File: config.mk
export PLATFORM = sky130hd
export DESIGN_NAME = camCtrl
export DESIGN_NICKNAME = d
export VERILOG_FILES = /design/src/camPkg.sv /design/src/busPkg.sv /design/src/frameTiming.sv /design/src/pixelThreshold.sv /design/src/hitFifo.sv /design/src/cpuRegs.sv /design/src/camCtrl.sv
export SDC_FILE = /design/constraint.sdc
export NUM_CORES = 1
export LEC_CHECK = 0
export BUFFER_PORTS_ARGS = -buffer_cell sky130_fd_sc_hd__buf_2
export CAP_MARGIN = 30
export CORE_ASPECT_RATIO = 1.25
export CORE_MARGIN = 8
export CORE_UTILIZATION = 40
export DETAILED_ROUTE_END_ITERATION = 7
export MAX_ROUTING_LAYER = met4
export PLACE_DENSITY_LB_ADDON = 0.3
export SKIP_LAST_GASP = 1
export SLEW_MARGIN = 20
export SYNTH_ARGS = -nofsm -noshare
export SYNTH_HDL_FRONTEND = slang
export SYNTH_SLANG_ARGS = --single-unit
File: constraint.sdc
create_clock -name bls0we -period 2.5 [get_ports bls0we]
set_input_delay 0.25 -clock bls0we [delete_from_list [all_inputs] [get_ports bls0we]]
set_output_delay 0.25 -clock bls0we [all_outputs]
set_load 0.02 [all_outputs]
File: src/camPkg.sv
package camPkg;

	localparam int phasesPerPixel = 10; // clock cycles per pixel period
	localparam int mClockHighLast = 4; // mClock high on phases 0..4
	localparam int adcClockFirst = 2; // adc clock rises here
	localparam int adcClockLast = 6; // and stays high through this phase
	localparam int samplePhase = 6; // acData captured at the end of this phase

	localparam int pixelsPerLine = 16; // active columns
	localparam int lineBlank = 4; // blank pixel periods after the active columns
	localparam int linesPerFrame = 8;
	localparam int fsyncPeriods = 4; // frame sync periods before line 0
	localparam int periodsPerLine = pixelsPerLine + lineBlank;
	localparam int framePeriods = fsyncPeriods + linesPerFrame * periodsPerLine;

	localparam int colWidth = 5; // column field of an event
	localparam int lineWidth = 4; // line field of an event
	localparam int adcWidth = 13; // raw adc word
	localparam int levelWidth = 10; // brightness and threshold
	localparam int fifoDepth = 16; // event records
	localparam int fifoPtrWidth = $clog2(fifoDepth);

	typedef enum logic [3:0] {
		ph0, ph1, ph2, ph3, ph4, ph5, ph6, ph7, ph8, ph9
	} pixelPhase; // position inside one pixel period

endpackage

File: src/busPkg.sv
package busPkg;

	localparam int addrWidth = 6;
	localparam int dataWidth = 8;

	typedef enum logic [addrWidth-1:0] {
		ctrlReg = 6'd0, // write go / clear overflow, read status
		threshLo = 6'd8, // threshold bits 7..0
		threshHi = 6'd9, // threshold bits 9..8
		hitColReg = 6'd14, // column of fifo head
		hitLineReg = 6'd15, // line of fifo head
		popReg = 6'd18 // write bit4 pops the fifo
	} regAddr;

	localparam int goBit = 0; // ctrlReg write bits
	localparam int clrOvfBit = 3;
	localparam int popBit = 4; // popReg write bit

	localparam int busyBit = 0; // status read bits
	localparam int emptyBit = 1;
	localparam int fullBit = 2;
	localparam int ovfBit = 3;

endpackage

File: src/frameTiming.sv
`timescale 1ns/1ps

module frameTiming (
	input  logic bls0we,
	input  logic resadd,
	input  logic goStb,
	output logic mClock,
	output logic mFSync,
	output logic mLSync,
	output logic adcClock,
	output logic busy,
	output logic sampleStb,
	output logic [camPkg::colWidth-1:0] sampleCol,
	output logic [camPkg::lineWidth-1:0] sampleLine
);
	import camPkg::*;

	pixelPhase phase, phaseNxt; // divider by phasesPerPixel
	logic [$clog2(framePeriods+1)-1:0] perCnt, perNxt; // pixel periods since go
	logic [colWidth-1:0] col, colNxt; // includes blank columns
	logic [lineWidth-1:0] line, lineNxt;
	logic busyNxt;
	logic inLines; // past the frame sync periods

	always_comb begin
		busyNxt = busy;
		phaseNxt = phase;
		perNxt = perCnt;
		colNxt = col;
		lineNxt = line;
		if (goStb) begin // accepted only while idle
			busyNxt = 1'b1;
			phaseNxt = ph0;
			perNxt = '0;
			colNxt = '0;
			lineNxt = '0;
		end else if (busy) begin
			if (phase == pixelPhase'(phasesPerPixel - 1)) begin // end of pixel period
				phaseNxt = ph0;
				perNxt = perCnt + 1'b1;
				if (perCnt == framePeriods - 1)
					busyNxt = 1'b0; // last period of the frame
				if (perCnt >= fsyncPeriods) begin // column count runs only inside lines
					if (col == periodsPerLine - 1) begin
						colNxt = '0;
						lineNxt = line + 1'b1;
					end else begin
						colNxt = col + 1'b1;
					end
				end
			end else begin
				phaseNxt = pixelPhase'(phase + 1'b1);
			end
		end
	end

	assign inLines = perNxt >= fsyncPeriods;

	always_ff @(posedge bls0we or posedge resadd) begin
		if (resadd) begin
			busy <= 1'b0;
			phase <= ph0;
			perCnt <= '0;
			col <= '0;
			line <= '0;
			mClock <= 1'b0;
			adcClock <= 1'b0;
			mFSync <= 1'b0;
			mLSync <= 1'b0;
			sampleStb <= 1'b0;
		end else begin
			busy <= busyNxt;
			phase <= phaseNxt;
			perCnt <= perNxt;
			col <= colNxt;
			line <= lineNxt;
			// outputs decoded from the next state so they line up with phase
			mClock <= busyNxt && (phaseNxt <= mClockHighLast);
			adcClock <= busyNxt && (phaseNxt >= adcClockFirst) && (phaseNxt <= adcClockLast);
			mFSync <= busyNxt && !inLines; // first fsyncPeriods pixel periods
			mLSync <= busyNxt && inLines && (colNxt == 0); // whole period of column 0
			sampleStb <= busyNxt && inLines && (phaseNxt == samplePhase)
				&& (colNxt < pixelsPerLine); // blank columns are not sampled
		end
	end

	always_ff @(posedge bls0we) begin
		sampleCol <= colNxt; // only meaningful with sampleStb
		sampleLine <= lineNxt;
	end

endmodule

File: src/pixelThreshold.sv
`timescale 1ns/1ps

module pixelThreshold (
	input  logic bls0we,
	input  logic resadd,
	input  logic sampleStb,
	input  logic [camPkg::colWidth-1:0] sampleCol,
	input  logic [camPkg::lineWidth-1:0] sampleLine,
	input  logic [camPkg::adcWidth-1:0] acData,
	input  logic [camPkg::levelWidth-1:0] threshold,
	output logic hitStb,
	output logic [camPkg::colWidth-1:0] hitCol,
	output logic [camPkg::lineWidth-1:0] hitLine
);
	import camPkg::*;

	logic sampleVld; // level holds a fresh sample
	logic [levelWidth-1:0] level; // brightness of the last sample

	always_ff @(posedge bls0we or posedge resadd) begin
		if (resadd) begin
			sampleVld <= 1'b0;
		end else begin
			sampleVld <= sampleStb; // one cycle behind the strobe
		end
	end

	// sensor output is dark-high, so brightness is the inverted field
	always_ff @(posedge bls0we) begin
		if (sampleStb) begin
			level <= ~acData[levelWidth+1:2]; // adc bits 11..2
			hitCol <= sampleCol;
			hitLine <= sampleLine;
		end
	end

	assign hitStb = sampleVld && (level >= threshold); // threshold 0 passes every pixel

endmodule

File: src/hitFifo.sv
`timescale 1ns/1ps

module hitFifo (
	input  logic bls0we,
	input  logic resadd,
	input  logic hitStb,
	input  logic [camPkg::colWidth-1:0] hitCol,
	input  logic [camPkg::lineWidth-1:0] hitLine,
	input  logic popStb,
	input  logic clearOvf,
	output logic [camPkg::colWidth-1:0] headCol,
	output logic [camPkg::lineWidth-1:0] headLine,
	output logic empty,
	output logic full,
	output logic overflow
);
	import camPkg::*;

	logic [colWidth-1:0] colMem [fifoDepth];
	logic [lineWidth-1:0] lineMem [fifoDepth];
	logic [fifoPtrWidth:0] wrPtr, rdPtr; // extra msb tells full from empty
	logic push, pop;

	assign empty = wrPtr == rdPtr;
	assign full = (wrPtr[fifoPtrWidth] != rdPtr[fifoPtrWidth])
		&& (wrPtr[fifoPtrWidth-1:0] == rdPtr[fifoPtrWidth-1:0]);
	assign push = hitStb && !full; // dropped when full
	assign pop = popStb && !empty; // pop on empty ignored

	always_ff @(posedge bls0we or posedge resadd) begin
		if (resadd) begin
			wrPtr <= '0;
			rdPtr <= '0;
			overflow <= 1'b0;
		end else begin
			if (push) wrPtr <= wrPtr + 1'b1;
			if (pop) rdPtr <= rdPtr + 1'b1;
			if (hitStb && full) overflow <= 1'b1; // new loss wins over a clear
			else if (clearOvf) overflow <= 1'b0;
		end
	end

	always_ff @(posedge bls0we) begin
		if (push) begin
			colMem[wrPtr[fifoPtrWidth-1:0]] <= hitCol;
			lineMem[wrPtr[fifoPtrWidth-1:0]] <= hitLine;
		end
	end

	assign headCol = colMem[rdPtr[fifoPtrWidth-1:0]]; // stale while empty
	assign headLine = lineMem[rdPtr[fifoPtrWidth-1:0]];

endmodule

File: src/cpuRegs.sv
`timescale 1ns/1ps

module cpuRegs (
	input  logic bls0we,
	input  logic resadd,
	input  logic [busPkg::addrWidth-1:0] addr,
	input  logic wrStb,
	input  logic [busPkg::dataWidth-1:0] wrData,
	input  logic rdStb,
	input  logic busy,
	input  logic empty,
	input  logic full,
	input  logic overflow,
	input  logic [camPkg::colWidth-1:0] headCol,
	input  logic [camPkg::lineWidth-1:0] headLine,
	output logic [busPkg::dataWidth-1:0] rdData,
	output logic goStb,
	output logic popStb,
	output logic clearOvf,
	output logic [camPkg::levelWidth-1:0] threshold
);
	import camPkg::*;
	import busPkg::*;

	regAddr regSel; // decoded address
	logic wrCtrl; // write to the control register
	logic [dataWidth-1:0] status;

	assign regSel = regAddr'(addr);
	assign wrCtrl = wrStb && (regSel == ctrlReg);

	// strobes act at the edge of the write cycle
	assign goStb = wrCtrl && wrData[goBit] && !busy; // no restart mid-frame
	assign clearOvf = wrCtrl && wrData[clrOvfBit];
	assign popStb = wrStb && (regSel == popReg) && wrData[popBit];

	always_comb begin
		status = '0; // upper bits read as zero
		status[busyBit] = busy;
		status[emptyBit] = empty;
		status[fullBit] = full;
		status[ovfBit] = overflow;
	end

	always_ff @(posedge bls0we or posedge resadd) begin
		if (resadd) begin
			threshold <= '0;
		end else if (wrStb) begin
			if (regSel == threshLo)
				threshold[dataWidth-1:0] <= wrData;
			else if (regSel == threshHi)
				threshold[levelWidth-1:dataWidth] <= wrData[levelWidth-dataWidth-1:0];
		end
	end

	// read data held until the next read strobe
	always_ff @(posedge bls0we or posedge resadd) begin
		if (resadd) begin
			rdData <= '0;
		end else if (rdStb) begin
			case (regSel)
				ctrlReg: rdData <= status;
				threshLo: rdData <= threshold[dataWidth-1:0];
				threshHi: rdData <= dataWidth'(threshold[levelWidth-1:dataWidth]);
				hitColReg: rdData <= dataWidth'(headCol); // zero extended
				hitLineReg: rdData <= dataWidth'(headLine);
				default: rdData <= '0; // popReg and unmapped addresses
			endcase
		end
	end

endmodule

File: src/camCtrl.sv
`timescale 1ns/1ps

module camCtrl (
	input  logic bls0we,
	input  logic resadd,
	input  logic [busPkg::addrWidth-1:0] addr,
	input  logic wrStb,
	input  logic [busPkg::dataWidth-1:0] wrData,
	input  logic rdStb,
	input  logic [camPkg::adcWidth-1:0] acData,
	output logic [busPkg::dataWidth-1:0] rdData,
	output logic mClock,
	output logic mFSync,
	output logic mLSync,
	output logic adcClock,
	output logic busyLed
);
	import camPkg::*;

	logic goStb, popStb, clearOvf; // cpu strobes
	logic busy;
	logic sampleStb;
	logic [colWidth-1:0] sampleCol, hitCol, headCol;
	logic [lineWidth-1:0] sampleLine, hitLine, headLine;
	logic hitStb;
	logic empty, full, overflow;
	logic [levelWidth-1:0] threshold;

	frameTiming timing_i (.bls0we, .resadd, .goStb, .mClock, .mFSync, .mLSync,
		.adcClock, .busy, .sampleStb, .sampleCol, .sampleLine);

	pixelThreshold thresh_i (.bls0we, .resadd, .sampleStb, .sampleCol, .sampleLine,
		.acData, .threshold, .hitStb, .hitCol, .hitLine);

	hitFifo fifo_i (.bls0we, .resadd, .hitStb, .hitCol, .hitLine, .popStb, .clearOvf,
		.headCol, .headLine, .empty, .full, .overflow);

	cpuRegs regs_i (.bls0we, .resadd, .addr, .wrStb, .wrData, .rdStb, .busy, .empty,
		.full, .overflow, .headCol, .headLine, .rdData, .goStb, .popStb, .clearOvf,
		.threshold);

	assign busyLed = busy; // lit for the whole frame

endmodule

==> summary.txt <==
Run status
  • Status: finished clean

Layout
  • Antenna cells: 0
  • Layout cell share with drive strength beyond 1: 23.16%
  • Total Nets Final: 793
  • Syn-to-layout area delta: 19.03%

Synth
  • Ys flop type: edfxtp_1
  • Top-area cell type share of the netlist area: 49.64%
  • Top post-synthesis cells by count: edfxtp_1 (163), dfrtp_1 (57), inv_1 (38)
  • Post-Syn Area: 9861 um2
  • Syn nets: 702
  • Avg Cell Area, Syn: 15.12 um2
  • #FFs+latches synth: 229
  • Seq/Total Area, Yosys: 65.93%
  • Synth area leader: edfxtp_1
  • Syn Inst Count: 652
  • Post-synth ARST share: 24.89%
  • Yosys warnings: 0
  • Post-synth EDFFs: 163
  • Synth top area cells: edfxtp_1 (50%), dfrtp_1 (14%), mux4_2 (5.5%)
  • Most common cell in the synthesized netlist: edfxtp_1
  • Library cells used by synthesis: 82

STA
  • RSZ-0062 raised after global routing: no
  • Hold Vio Cnt, Final: 0
  • Max-slew headroom: 48.75%
  • Endpoints failing setup: 0
  • Crit path time final: 2370 ps
  • Max Slew Vio Count: 0
  • Worst Tran Pin Value: 768.8 ps
  • Final period util: 94.82%
  • Setup TNS: 0 ps
  • Skew final: 16.02 ps
  • Fmax achieved: 421.9 MHz
  • Final WS setup: 129.5 ps
  • Hold WS: 88.59 ps

Clock network
  • Clock transition at the registers of the reported paths: 60 ps
  • CTS Sinks: 229
  • CTS buffer count: 24
  • CTS root buf: clkbuf_16
  • Longest Clk Path Bufs: 3
  • Clk Latency, worst-skew pair: 510 ps
  • H-tree levels: 1
  • CTS tree: done

Worst hold path
  • Hold depth: 2
  • Hold endpoint: regs_i.rdData[7]$_DFFE_PP0P_
  • Worst hold path class: primary input to register
  • Min-delay src: rdStb

Floorplan
  • Initial core utilization: 40.51%
  • Site Rows: 64
  • Die ar.: 29,960 um2
  • Die Wd: 156.4 um
  • Io pins: 44
  • Die Ht: 191.5 um
  • Core area: 24,340 um2

Job
  • Maxcap violations: 0

Power and ir drop
  • PwrDens: 649.1 nW/um2
  • Peak VDD IR: 452.4 uV
  • Leak: 4.686 nW
  • Tot Pwr: 7.619 mW

Placed design
  • Count of input and output buffers: 40
  • Pre-CTS WS: 154.2 ps
  • Global placer's final weighted congestion: 0.8783
  • HPWL after DPL: 14,500 um

Setup path
  • Worst r2r src: fifo_i.rdPtr[2]$_DFFE_PP0P_
  • CP Capture Type: register
  • Crit-path cells: buf_12 -> mux4_2 -> mux2i_1 -> nor2_1 -> a31oi_1 -> o221a_2 -> o22ai_1
  • Worst-case reg-to-reg path depth: 7
  • Reg2reg setup slack: 130 ps
  • Element type at the critical path start: register
  • Slowest stage delay, CP: 510 ps
  • Crit Path Class: register to register
  • Top delay family on crit path: compound AO/OA/AOI/OAI gates
  • CP arrival: 2740 ps
  • Critical path data required time: 2870 ps
  • Reg2reg end: regs_i.rdData[3]$_DFFE_PP0P_
  • Crit Path Max Fanout: 17
  • Crit path buf inv count: 1
  • Slowest CP cell: mux4_2

GRT
  • Tot GR Track Use: 14.67%
  • Largest net degree at the start of global routing: 58
  • Initial antenna violation count: 0
  • Vias in the first global route: 5,929
  • Grt total ovfl: 0
  • First-pass GRT wire length: 32,970 um

Routing
  • Vias per std cell: 5.176
  • Detailed Routing Iterations Pass 1: 5
  • Iter 0 DRT Violations: 253
  • Antenna Nets Post-Route: 0
  • Routed WL: 21,160 um
  • Post-DR wirelength/cell: 19.41 um
  • Drt drc: 0
  • Via count: 5,642
report_power, final:
part           internal [mW]  total, mW  switching, mW
clock network           1.96       3.37           1.41
logic                 0.0846      0.179         0.0941
registers               4.05       4.07         0.0184
per-stage QoR:
stage	std cells	cell area (um2)	utilization [%]
after global placement	1028	10780	44.28
after CTS	1090	11730	48.17
after floorplan	652	9861	-
after global routing	1090	11740	48.22
after detailed placement	1028	10780	44.28
final	1090	11740	48.22
final cells by class:
cell class                 count  area (um2)
inverter                      39       146.4
clock buffer                  29       650.6
clock inverter                14       105.1
fill                        2127       12610
sequential                   229        6502
tap                          330       412.9
multi-input combinational    355        3013
timing repair buffer          94       907.1
repair_timing:
item,in CTS,in global routing
hold endpoints to repair,76,0
gates resized for setup,0,3
hold buffers,19,0
setup buffers,0,0
endpoints found under the setup margin,0,108
sequential cells by signal (all words and copies together), names as in the netlist, 5 cells and up:
name / cells
thresh_i.hitCol: 5
fifo_i.lineMem: 64
fifo_i.wrPtr: 5
regs_i.threshold: 10
timing_i.col: 5
fifo_i.rdPtr: 5
regs_i.rdData: 8
fifo_i.colMem: 80
timing_i.sampleCol: 5
thresh_i.level: 10
timing_i.perCnt: 8
worst max path at each step:
stage / startpoint / to / slack (ps) / cells after the start
global route: regs_i.threshold[7]$_DFFE_PP0P_ / fifo_i.colMem[12][2]$_DFFE_PP_ / 20 / 10
global placement: regs_i.threshold[7]$_DFFE_PP0P_ / fifo_i.colMem[1][2]$_DFFE_PP_ / 160 / 10
CTS: thresh_i.level[9]$_DFFE_PP_ / fifo_i.colMem[9][3]$_DFFE_PP_ / 110 / 9
detailed placement: thresh_i.level[9]$_DFFE_PP_ / fifo_i.lineMem[14][0]$_DFFE_PP_ / 150 / 9
finish: fifo_i.rdPtr[2]$_DFFE_PP0P_ / regs_i.rdData[3]$_DFFE_PP0P_ / 130 / 7
floorplan: regs_i.threshold[7]$_DFFE_PP0P_ / fifo_i.colMem[10][0]$_DFFE_PP_ / 210 / 9
cell families (layout without fill, tap and decap cells):
family          after synthesis  count (layout)  share of synthesized area [%]
xor+xnor                     29              29                          2.576
simple gates                171             171                          9.694
mux                          66              66                          10.39
buf+inv                      68             176                          3.603
fa+ha+maj                    19              19                          2.411
flops                       229             229                          65.93
compound gates               70              70                          5.393
layer usage:
layer	share of wire, %	track usage, %	wire length (um)	vias up
met1	39	16.21	8231	2847
li1	-	-	-	2626
met2	53	25.62	11110	112
met3	4.3	2.262	916	57
met5	0	-	0	-
met4	4.2	6.815	897	0
layout by cell type, fill, tap and decap left out, types with 11 or more instances in the layout:
| master | synthesis | final |
|---|---|---|
| edfxtp_1 | 163 | 163 |
| and3_1 | 15 | 14 |
| mux2_2 | 12 | 12 |
| buf_12 | 1 | 20 |
| buf_4 | 6 | 14 |
| dfrtp_1 | 57 | 56 |
| nand2_1 | 36 | 36 |
| a21oi_1 | 12 | 11 |
| buf_2 | 7 | 40 |
| xor2_1 | 12 | 12 |
| dlygate4sd3_1 | 0 | 19 |
| ha_1 | 19 | 19 |
| mux2i_1 | 27 | 27 |
| mux4_2 | 24 | 24 |
| o21ai_0 | 11 | 11 |
| xnor2_1 | 17 | 17 |
| nor2_1 | 37 | 37 |
| nand3_1 | 19 | 19 |
| inv_1 | 38 | 37 |
| clkbuf_16 | 0 | 25 |
No activity file was read; power rests on OpenSTA's default activity.
